[src/source/mandel_cfg.svh]
`ifndef MANDEL_CFG_SVH
`define MANDEL_CFG_SVH

// coordinate word, Q2.14.
`define MANDEL_WIDTH  16
`define MANDEL_FRAC   14

// index 255 is the last one reported.
`define MANDEL_ITERS  256
`define MANDEL_ITER_W 8

`endif

[src/source/mandel_pkg.sv]
`default_nettype none
`include "mandel_cfg.svh"

package mandel_pkg;

   // signed q2.14 coordinate.
   typedef logic signed [`MANDEL_WIDTH-1:0] mandel_fix_t;

   typedef logic [`MANDEL_ITER_W-1:0] mandel_iter_t;

   typedef struct packed {
      mandel_iter_t iter;     // escape index or max.
      logic         bounded;  // never escaped.
   } mandel_res_t;

endpackage

`default_nettype wire

[src/source/mandel_if.sv]
`timescale 1ns/100ps
`default_nettype none


interface mandel_res_if;
   logic                    valid;  // one cycle strobe.
   mandel_pkg::mandel_res_t res;

   modport src (
      output valid,
      output res
   );

   // sink samples only, no stall path.
   modport dst (
      input  valid,
      input  res
   );
endinterface

`default_nettype wire

[src/source/mandel_result.sv]
`timescale 1ns/100ps
`default_nettype none

module mandel_result (
   input  logic                     i_clk,
   input  logic                     i_nrst,
   mandel_res_if.dst                sc,
   mandel_res_if.dst                it,
   output logic                     o_done,
   output mandel_pkg::mandel_iter_t o_iter,
   output logic                     o_bounded
);
   mandel_pkg::mandel_res_t res_q;
   mandel_pkg::mandel_res_t res_sel;
   logic                    any_valid;

   assign any_valid = sc.valid | it.valid;
   assign res_sel   = sc.valid ? sc.res : it.res;  // only one source at a time.

   always_ff @(posedge i_clk or negedge i_nrst) begin
      if (!i_nrst) begin
         o_done <= 1'b0;
         res_q  <= '0;
      end else begin
         o_done <= any_valid;
         if (any_valid)
            res_q <= res_sel;  // held until next result.
      end
   end

   assign o_iter    = res_q.iter;
   assign o_bounded = res_q.bounded;

   // shortcut and iterate paths are exclusive per request.
   a_one_source : assert property (
      @(posedge i_clk) disable iff (!i_nrst) !(sc.valid && it.valid)
   );

endmodule

`default_nettype wire

[src/flat_wrapper.sv]
// flat-port wrapper written by rule: the top's interface ports become plain ports
module mandel_result_flat 
  (i_clk, i_nrst, o_done, o_iter, o_bounded, sc_valid, sc_res, it_valid, it_res);
  mandel_res_if sc_i ();
  mandel_res_if it_i ();
  input  logic i_clk;
  input  logic i_nrst;
  output logic o_done;
  output mandel_pkg::mandel_iter_t o_iter;
  output logic o_bounded;
  input wire logic [$bits(sc_i.valid)-1:0] sc_valid;
  input wire logic [$bits(sc_i.res)-1:0] sc_res;
  input wire logic [$bits(it_i.valid)-1:0] it_valid;
  input wire logic [$bits(it_i.res)-1:0] it_res;
  assign sc_i.valid = sc_valid;
  assign sc_i.res = sc_res;
  assign it_i.valid = it_valid;
  assign it_i.res = it_res;
  mandel_result u_core (.i_clk(i_clk), .i_nrst(i_nrst), .sc(sc_i), .it(it_i), .o_done(o_done), .o_iter(o_iter), .o_bounded(o_bounded));
endmodule
[config.mk]
export PLATFORM = sky130hd
export DESIGN_NAME = mandel_result_flat
export DESIGN_NICKNAME = d
export VERILOG_FILES = /design/src/source/mandel_pkg.sv /design/src/source/mandel_if.sv /design/src/source/mandel_result.sv /design/src/flat_wrapper.sv
export VERILOG_INCLUDE_DIRS = /design/src /design/src/source
export SDC_FILE = /design/constraint.sdc
export NUM_CORES = 1
export LEC_CHECK = 0
export ABC_AREA = 1
export BUFFER_PORTS_ARGS = -buffer_cell sky130_fd_sc_hd__buf_2
export CAP_MARGIN = 20
export CORE_AREA = 2 2 39 41
export CTS_BUF_LIST = sky130_fd_sc_hd__clkbuf_4 sky130_fd_sc_hd__clkbuf_8
export DETAILED_ROUTE_END_ITERATION = 7
export DIE_AREA = 0 0 41 43
export GPL_ROUTABILITY_DRIVEN = 0
export PLACE_DENSITY_LB_ADDON = 0.3
export SYNTH_ARGS = -nofsm -noshare
export SYNTH_HDL_FRONTEND = slang
export SYNTH_SLANG_ARGS = --single-unit
export TNS_END_PERCENT = 30
[constraint.sdc]
create_clock -name i_clk -period 0.8 [get_ports i_clk]
set_clock_uncertainty 0.1 [all_clocks]
set_input_delay 0.04 -clock i_clk [delete_from_list [all_inputs] [get_ports i_clk]]
set_output_delay 0.04 -clock i_clk [all_outputs]
set_load 0.01 [all_outputs]
==> reports/results.ini <==
[cells_and_area]
layout.core_utilization = 0.6772
layout-area-overhead-vs-synth_pct = 88.67
post_route_cells_drive_above_1_share = 0.4815
fill_cells = 118
n_antenna_cell = 0
net_count_of_the_finished_layout = 132

[worst_setup_path]
slowest_cp_cell = dfrtp_1
critPathTopFamily = flip-flops
timing.setup.critical_path_class = reg -> out
arrival_ps = 790
critical_path.startpoint_type = flip-flop
worstPathCellList = buf_2
cp_num_buf_inv = 1
worst-endpoint-required_ps = 660
critPathMaxFanout = 2
endpoint_kind = primary output
worst_path_largest_cell_delay_ps = 390

[global_routing]
grt_max_degree = 11
first_global_vias = 562
grtUsageTotal = 0.1905
wire_length_of_the_first_global_routing_pass_mm = 2.201
antenna_violations_before_repair = 0
global_route.overflow_total = 0

[power]
ir_drop_v = 0.0008619
pnr_total_power_uw = 1271
p_leak_uw = 0.0004862
power.density_cell_area_nw_per_um2 = 1356

[logic_synthesis]
synth.yosys.warnings = 0
postSynthAreaPerCell_sq_um = 9.740
synth-seq-area-share = 0.5038
synthDistinctLibCells = 8
postSynthRegisterBits = 10
synth.net_count = 73
netlist_instances = 51
summed_instance_area_of_the_synthesized_netlist_sq_um = 496.7

[clocking]
cts.hold.buffers_added = 19
tritoncts_clock_tree = built
clock_sink_count = 10
clk_pin_slew_worst_paths_ps = 70
clockRootBuffer = clkbuf_4
cts-buffers-inserted = 3
ctsLongestPathBuffers = 2
cts_htree_levels = 1
insertion_delay_ps = 250

[timing]
timing.final.hold_violations = 1
maxClockFrequency_ghz = 1.072
worst_hold_slack_ps = -27.27
min_period_ps = 932.6
timing.max_slew.rel_slack = 0.8403
finalCritPeriodShare = 1.166
finalMaxSlewViolations = 0
worst_margin_slew_ps = 239.0
rsz_0062_raised_after_global_routing = yes
worst_setup_margin_ps = -132.6
setup_viol_count_final = 13

[flow_run]
drv.max_cap_violation_count = 0

[status]
status = finished, violations left
failing_checks = hold timing, setup timing

[die]
fp-row-count = 14
floorplan.die_area_sq_um = 1763
die_width_um = 41
die_h_um = 43
effective_utilization_at_floorplan = 0.3590
fp.coreArea_sq_um = 1384
ioPinCount = 32

[drt]
totalWireLength_mm = 1.423
avgRoutedWirePerCell_um = 11.48
vias = 555
antenna_violating_nets_post_route = 0
detail_route.first_pass.iterations = 4
initialDrtViolationCount = 10
routed_via_density = 4.476
drc = 0

[place]
port_buffers = 31
detailed_place_hpwl_um = 887.6

[hold_path]
worst_hold_path_type = in -> reg

-- cells in the final DEF (no fill, tap or decap) --
cell type,count
buf_2,29
nand2_1,18
dlygate4sd3_1,17
dfrtp_1,10
nand3_2,9
nand3_1,9
buf_4,5
clkbuf_4,3
dlymetal6s4s_1,2
buf_6,2
nor2_4,1
inv_2,1
inv_4,1
buf_12,1
-- power by group --
group	switching (uW)	internal [uW]	total, uW	leakage [uW]
registers	24.5	551	575	0.000119
clock network	163	173	336	0.0000138
logic	152	207	359	0.000353
-- logic make-up (layout without fill, tap and decap cells) --
logic type / count (synthesis) / count (layout) / synth area share
buffers and inverters: 4 / 61 / 0.06549
flip-flops: 10 / 10 / 0.5038
AND/OR/NAND/NOR: 37 / 37 / 0.4307
-- registers in the layout (all words and copies together), names as in the netlist --
| name | flops |
|---|---|
| u_core.o_iter | 8 |
| u_core.o_bounded | 1 |
| u_core.o_done | 1 |
-- per-layer routing --
metal | track usage | vias to the layer above | part of all wire
met2 | 0.3125 | 20 | 0.53
met4 | 0.1200 | 0 | 0.013
met3 | 0.03141 | 2 | 0.041
li1 | - | 286 | -
met5 | 0 | - | 0
met1 | 0.2119 | 247 | 0.41
-- layout make-up --
type | count | area (sq um) | share of cell area
clock buffers | 3 | 22.52 | 0.02403
inverters | 2 | 10.01 | 0.01068
multi-input cells | 37 | 214.0 | 0.2283
flip-flops and latches | 10 | 250.2 | 0.2670
well taps | 16 | 20.02 | 0.02136
repair buffers | 56 | 420.4 | 0.4486
-- cell usage after synthesis --
| cell type | number | area (sq um) |
|---|---|---|
| nand2_1 | 18 | 67.56 |
| inv_4 | 1 | 6.260 |
| dfrtp_1 | 10 | 250.2 |
| nand3_1 | 9 | 45.04 |
| nor2_4 | 1 | 11.26 |
| nand3_2 | 9 | 90.09 |
| buf_6 | 2 | 22.52 |
| inv_2 | 1 | 3.750 |
-- metrics by stage --
stage | instance area [sq um] | setup TNS (ps) | setup slack (ps) | instances
after detailed placement | 684.4 | 0 | 31.18 | 99
after global placement | 684.4 | 0 | 57.76 | 99
after global routing | 937.1 | -1648 | -154.2 | 124
final | 937.1 | -1210 | -132.6 | 124
after CTS | 904.6 | -1245 | -133.6 | 122
after floorplan | 496.7 | 0 | 64.81 | 51
-- worst paths after layout --
check | cells after the start | slack [ps] | startpoint | end
max | 1 | -130 | u_core.o_iter[0] | o_iter[0]
min | 3 | -30 | it_valid | u_core.o_done
max reg2reg | 3 | -40 | u_core.o_iter[5] | u_core.o_iter[5]
min reg2reg | 2 | 390 | u_core.o_iter[7] | u_core.o_iter[7]
max in group asynchronous | 2 | 340 | i_nrst | u_core.o_iter[7]
min in group asynchronous | 2 | 60 | i_nrst | u_core.o_iter[6]
-- what timing repair did --
action | 4_1_cts | 5_1_grt
buffers inserted | 1 | 2
hold endpoints to repair | 20 | 1
pin swaps | 0 | 1
setup endpoints to repair | 10 | 16
resized for setup | 0 | 4
Power figures use the tool's default switching activity.
