$ cat config.mk
export PLATFORM = sky130hd
export DESIGN_NAME = mandel_iterate_flat
export DESIGN_NICKNAME = d
export VERILOG_FILES = /design/src/source/mandel_pkg.sv /design/src/source/mandel_if.sv /design/src/source/mandel_iterate.sv /design/src/flat_wrapper.sv
export VERILOG_INCLUDE_DIRS = /design/src /design/src/source
export SDC_FILE = /design/constraint.sdc
export NUM_CORES = 2
export LEC_CHECK = 0
export ABC_CLOCK_PERIOD_IN_PS = 24700
export BUFFER_PORTS_ARGS = -buffer_cell sky130_fd_sc_hd__buf_2
export CAP_MARGIN = 10
export CORE_ASPECT_RATIO = 0.75
export CORE_MARGIN = 2
export CORE_UTILIZATION = 53
export DETAILED_ROUTE_END_ITERATION = 7
export PLACE_DENSITY = 0.7
export SYNTH_ARGS = -nofsm -noshare
export SYNTH_HDL_FRONTEND = slang
export SYNTH_SLANG_ARGS = --single-unit
$ cat constraint.sdc
create_clock -name i_clk -period 24.7 [get_ports i_clk]
set_input_delay 7.41 -clock i_clk [delete_from_list [all_inputs] [get_ports i_clk]]
set_output_delay 7.41 -clock i_clk [all_outputs]
set_load 0.02 [all_outputs]
$ cat src/source/mandel_cfg.svh
`ifndef MANDEL_CFG_SVH
`define MANDEL_CFG_SVH

// coordinate word, Q2.14.
`define MANDEL_WIDTH  16
`define MANDEL_FRAC   14

// index 255 is the last one reported.
`define MANDEL_ITERS  256
`define MANDEL_ITER_W 8

`endif

$ cat src/source/mandel_pkg.sv
`default_nettype none
`include "mandel_cfg.svh"

package mandel_pkg;

   // signed q2.14 coordinate.
   typedef logic signed [`MANDEL_WIDTH-1:0] mandel_fix_t;

   typedef logic [`MANDEL_ITER_W-1:0] mandel_iter_t;

   typedef struct packed {
      mandel_iter_t iter;     // escape index or max.
      logic         bounded;  // never escaped.
   } mandel_res_t;

endpackage

`default_nettype wire

$ cat src/source/mandel_if.sv
`timescale 1ns/100ps
`default_nettype none

interface mandel_job_if;
   logic                    start;  // one cycle, only while idle.
   mandel_pkg::mandel_fix_t c_re;
   mandel_pkg::mandel_fix_t c_im;
   logic                    busy;

   modport src (
      output start,
      output c_re,
      output c_im,
      input  busy
   );

   modport dst (
      input  start,
      input  c_re,
      input  c_im,
      output busy
   );
endinterface

interface mandel_res_if;
   logic                    valid;  // one cycle strobe.
   mandel_pkg::mandel_res_t res;

   modport src (
      output valid,
      output res
   );

   // sink samples only, no stall path.
   modport dst (
      input  valid,
      input  res
   );
endinterface

`default_nettype wire

$ cat src/source/mandel_iterate.sv
`timescale 1ns/100ps
`default_nettype none
`include "mandel_cfg.svh"

module mandel_iterate (
   input  logic      i_clk,
   input  logic      i_nrst,
   mandel_job_if.dst job,
   mandel_res_if.src res
);
   localparam int W = `MANDEL_WIDTH;
   localparam int F = `MANDEL_FRAC;
   localparam mandel_pkg::mandel_iter_t IDX_MAX = mandel_pkg::mandel_iter_t'(`MANDEL_ITERS - 1);
   localparam logic signed [2*W:0] ESC_LIM = 1 <<< (2*F + 2);  // 4.0 in q4.28.

   logic                      running;
   mandel_pkg::mandel_iter_t  idx;
   mandel_pkg::mandel_fix_t   re;
   mandel_pkg::mandel_fix_t   im;
   mandel_pkg::mandel_fix_t   c_re;
   mandel_pkg::mandel_fix_t   c_im;
   logic signed [2*W:0]       re_sq;
   logic signed [2*W:0]       im_sq;
   logic signed [2*W:0]       re_im2;
   logic signed [2*W:0]       mag;
   logic signed [2*W:0]       re_full;
   mandel_pkg::mandel_fix_t   re_nx;
   mandel_pkg::mandel_fix_t   im_nx;
   logic                      escape;
   logic                      last;
   logic                      fin;

   assign re_sq  = re * re;
   assign im_sq  = im * im;
   assign re_im2 = (re * im) <<< 1;
   assign mag    = re_sq + im_sq;
   assign escape = mag > ESC_LIM;
   assign last   = idx == IDX_MAX;
   assign fin    = running & (escape | last);

   // floor shift back to q2.14, then add c.
   assign re_full = re_sq - im_sq;
   assign re_nx   = mandel_pkg::mandel_fix_t'(re_full[F +: W]) + c_re;
   assign im_nx   = mandel_pkg::mandel_fix_t'(re_im2[F +: W]) + c_im;

   assign job.busy        = running;
   assign res.valid       = fin;
   assign res.res.iter    = idx;
   assign res.res.bounded = ~escape;  // last index without escape.

   always_ff @(posedge i_clk or negedge i_nrst) begin
      if (!i_nrst) begin
         running <= 1'b0;
         idx     <= '0;
      end else if (job.start) begin
         running <= 1'b1;
         idx     <= mandel_pkg::mandel_iter_t'(1);  // z1 = c.
      end else if (running) begin
         if (fin)
            running <= 1'b0;
         else
            idx <= idx + 1'b1;
      end
   end

   always_ff @(posedge i_clk) begin
      if (job.start) begin
         re   <= job.c_re;
         im   <= job.c_im;
         c_re <= job.c_re;
         c_im <= job.c_im;
      end else if (running && !fin) begin
         re <= re_nx;
         im <= im_nx;
      end
   end

   // decode must hold off while a point is in flight.
   a_no_start_while_running : assert property (
      @(posedge i_clk) disable iff (!i_nrst) job.start |-> !running
   );

endmodule

`default_nettype wire

$ cat src/flat_wrapper.sv
// flat-port wrapper written by rule: the top's interface ports become plain ports
module mandel_iterate_flat 
  (i_clk, i_nrst, job_start, job_c_re, job_c_im, job_busy, res_valid, res_res);
  mandel_job_if job_i ();
  mandel_res_if res_i ();
  input  logic i_clk;
  input  logic i_nrst;
  input wire logic [$bits(job_i.start)-1:0] job_start;
  input wire logic [$bits(job_i.c_re)-1:0] job_c_re;
  input wire logic [$bits(job_i.c_im)-1:0] job_c_im;
  output wire logic [$bits(job_i.busy)-1:0] job_busy;
  output wire logic [$bits(res_i.valid)-1:0] res_valid;
  output wire logic [$bits(res_i.res)-1:0] res_res;
  assign job_i.start = job_start;
  assign job_i.c_re = job_c_re;
  assign job_i.c_im = job_c_im;
  assign job_busy = job_i.busy;
  assign res_valid = res_i.valid;
  assign res_res = res_i.res;
  mandel_iterate u_core (.i_clk(i_clk), .i_nrst(i_nrst), .job(job_i), .res(res_i));
endmodule
==> summary by stage <==
Placement
The sum of net half-perimeters after detailed placement is 62300 µm. The congestion estimate from routability-driven global placement came to between 0.9 and 1. In this run the tool buffered the top-level ports with 45 buffer cells. In this run, placement finished with an instance count of roughly 4400.

Finish
The library cell used most frequently in the layout, excluding fill and tap cells, is sky130_fd_sc_hd__inv_1. The number of fillers in the final layout is ~5500. The final layout contains roughly 4700 nets.

The finished layout holds between 4000 and 5000 standard cells, fillers aside. The top cell types in the final layout, fill and taps aside, are 979 x sky130_fd_sc_hd__inv_1, 716 x sky130_fd_sc_hd__fa_1, 373 x sky130_fd_sc_hd__nand2_1, 334 x sky130_fd_sc_hd__ha_1, 167 x sky130_fd_sc_hd__and2_1. The post-route core utilization is 0.556.

In the final layout, the share of cells above drive strength 1 is 0.0370. The area growth from synthesis to layout is 4.24%.

Route
The number of optimization iterations in the first detailed-route pass is 7. After detailed routing, the average wire length per cell comes to ~17 µm. After detailed routing, the number of vias per cell comes to 5.26. The residual DRC count is 0. The routed layout has approximately 23000 vias. In this run the remaining antenna-violating nets after routing total 0.

The routed design has approximately 77000 µm of wire. For this block, the initial DRC count from the detailed router was around 1600.

Logic synthesis
The post-synthesis sequential element count is between 70 and 80. The sequential-to-total area share from yosys stat is 0.0651. The fraction of synthesis flops using an asynchronous set or reset pin is 0.123.

Yosys attributes the largest share of cell area to sky130_fd_sc_hd__fa_1 43%, sky130_fd_sc_hd__ha_1 13%, sky130_fd_sc_hd__inv_1 11%. The count of cell types in the netlist is a little under 70. The number of warnings issued by yosys is 0. The synthesized netlist cell count is 3646. The cell taking the most area after synthesis is sky130_fd_sc_hd__fa_1.

Of the post-synthesis cell area, the dominant cell type holds 0.435. When the netlist entered floorplanning its net count stood at 4731. Averaged over all synthesized cells, the footprint is roughly 9.0 µm². The netlist area before placement is ~33000 µm². The most frequently used flop master after synthesis is sky130_fd_sc_hd__edfxtp_1. The number of enable flip-flop cells after synthesis is 64.

STA
The transition at the pin with the smallest max-transition slack is between 1000 and 1500 ps. The final-report hold violation count is 0. Setup repair after global routing left no endpoint under its margin. The post-route clock period utilization is 0.718. Timing would allow up to roughly 56 MHz.

Counting I/O delays and the setup requirement, the final critical path takes roughly 18000 ps. Setup violations remaining at the end of the flow were counted as 0. The total count of max-transition violations in the final report is 0. Across the routed clock network, the largest skew measured is between 20 and 25 ps. The worst max-slew margin expressed relative to the limit is 0.193. The summed negative setup slack over all endpoints is 0 ps.

Clock network
The insertion delay of the later-clocked pin in the worst-skew pair is 400 ps. In this run the number of H-tree levels came out at 3. The clock-pin slew of the registers on the worst-case setup and hold paths is around 80 ps.

TritonCTS built the clock tree. The root buffer cell is sky130_fd_sc_hd__clkbuf_16. The tree built by TritonCTS fans out to 73 sinks. The deepest clock path buffer count is 2.

The hold-fix buffer count after cts is 0. Gates resized during post-CTS repair numbered 0. The post-CTS repair timing setup buffer count is 0. The number of buffers created by CTS is 9.

Worst setup path
The cell seen most often among critical-path stages is sky130_fd_sc_hd__fa_1. The worst path arrival time is 10320 ps. The maximum fanout count along the critical path is 28.

The cell at the slowest stage of the critical path is sky130_fd_sc_hd__a311oi_1. STA classifies the critical path endpoint as an output pin. The startpoint of the most critical setup path is u_core.re[2]. The register-to-register setup slack is roughly 13000 ps. The worst setup path is launched from a flop.

At the worst endpoint, the required time is about 17000 ps. The delay contributed by the slowest stage of the critical path is 650 ps. The worst register-to-register path begins at u_core.re[2]. The startpoint-to-endpoint class of the critical path is reg -> out.

GRT
The global route total overflow is 0. The first-pass GRT wire length is between 100000 and 150000 µm. The pin count of the biggest net entering global routing is 60. The number of global-route vias before repair is approximately 24000. In the global route stage, overall resource usage came out at 0.254. The number of antenna violations at the first check in global routing is 0.

Die
In this run the standard cell core region covers 61800 µm². The count of boundary I/O pins is 46. Measured along the y axis, the die boundary spans between 200 and 250 µm. The count of standard-cell rows is approximately 80. The effective utilization at floorplan is 0.534. Measured along the x axis, the die boundary spans around 300 µm. The die covers about 64000 µm².

Job
The number of max-capacitance violations reported is 0.

Min path
The class of the most critical hold timing path is reg -> reg. The worst hold path begins at u_core.idx[6].

Run status
The run finished with clean final reports.
==> kinds of logic after synthesis <==
| logic type | after synthesis | synth area share |
|---|---|---|
| buffers and inverters | 1105 | 0.126 |
| adder cells (fa/ha/maj) | 1050 | 0.561 |
| AND/OR/NAND/NOR | 865 | 0.123 |
| AO/OA/AOI/OAI | 357 | 0.0718 |
| XOR/XNOR | 185 | 0.0491 |
| flip-flops | 73 | 0.0651 |
| multiplexers | 11 | 0.00368 |
==> cells in the mapped netlist, drive strengths merged, types with 17 or more instances <==
library cell  instances
o21a                 21
ha                  334
clkbuf              116
fa                  716
a21oi                97
nand2b               30
edfxtp               64
a211oi               17
inv                 979
o21bai               29
nor2b                19
nand2               374
nor2                147
xor2                 50
o21ai                72
nor3                 36
and2                167
nand3                31
xnor2               135
a21o                 36
and3                 18
==> path summary, 6_finish.rpt <==
| check | cells after the start | end |
|---|---|---|
| setup / recovery | 33 | res_valid |
| hold / removal | 2 | u_core.idx[6] |
| setup reg to reg | 32 | u_core.re[14] |
| hold reg to reg | 2 | u_core.idx[6] |
| max in group asynchronous | 1 | u_core.job.busy |
| min in group asynchronous | 1 | u_core.idx[7] |
==> worst max-delay path: cells and delay by family (launching register included) <==
family / cells / cell delay [ps]
flip-flops: 1 / 340
buffers and inverters: 6 / 1270
AND/OR/NAND/NOR: 7 / 1750
adder cells (fa/ha/maj): 8 / 3490
XOR/XNOR: 2 / 310
AO/OA/AOI/OAI: 10 / 2730
==> per-layer routing <==
metal	part of all wire	vias up	global-route usage	wire [µm]
li1	-	10800	-	-
met1	0.46	11600	0.372	35000
met2	0.43	774	0.380	33000
met3	0.089	78	0.0635	6820
met4	0.022	2	0.0562	1660
met5	0.0017	-	0.0152	131
==> final cells by class <==
type	count	area, µm²	share of cell area
Tap cell	810	1010	0.0295
Clock inverter	6	115	0.00335
Inverter	982	3690	0.107
Antenna cell	1	2.50	0.0000728
Sequential cell	73	2150	0.0625
Timing Repair Buffer	82	505	0.0147
Multi-Input combinational cell	2468	26700	0.776
Clock buffer	10	229	0.00666
==> sequential cells by signal, summed over array words and instances, names as in the netlist <==
register	count
u_core.c_im	16
u_core.c_re	16
u_core.im	16
u_core.re	16
u_core.idx	8
u_core.job.busy	1
==> per-stage QoR <==
step | instance area, µm² | hold WS [ps] | setup slack (ps)
after detailed placement | 34000 | 573 | 7640
after global routing | 34400 | 614 | 6450
after global placement | 34000 | 570 | 7860
after CTS | 34400 | 588 | 7160
final | 34400 | 592 | 6970
after floorplan | 33000 | 646 | 8810
Power is not shown: default switching activity piles up to over one toggle a cycle in this logic, so the estimate is an artifact.
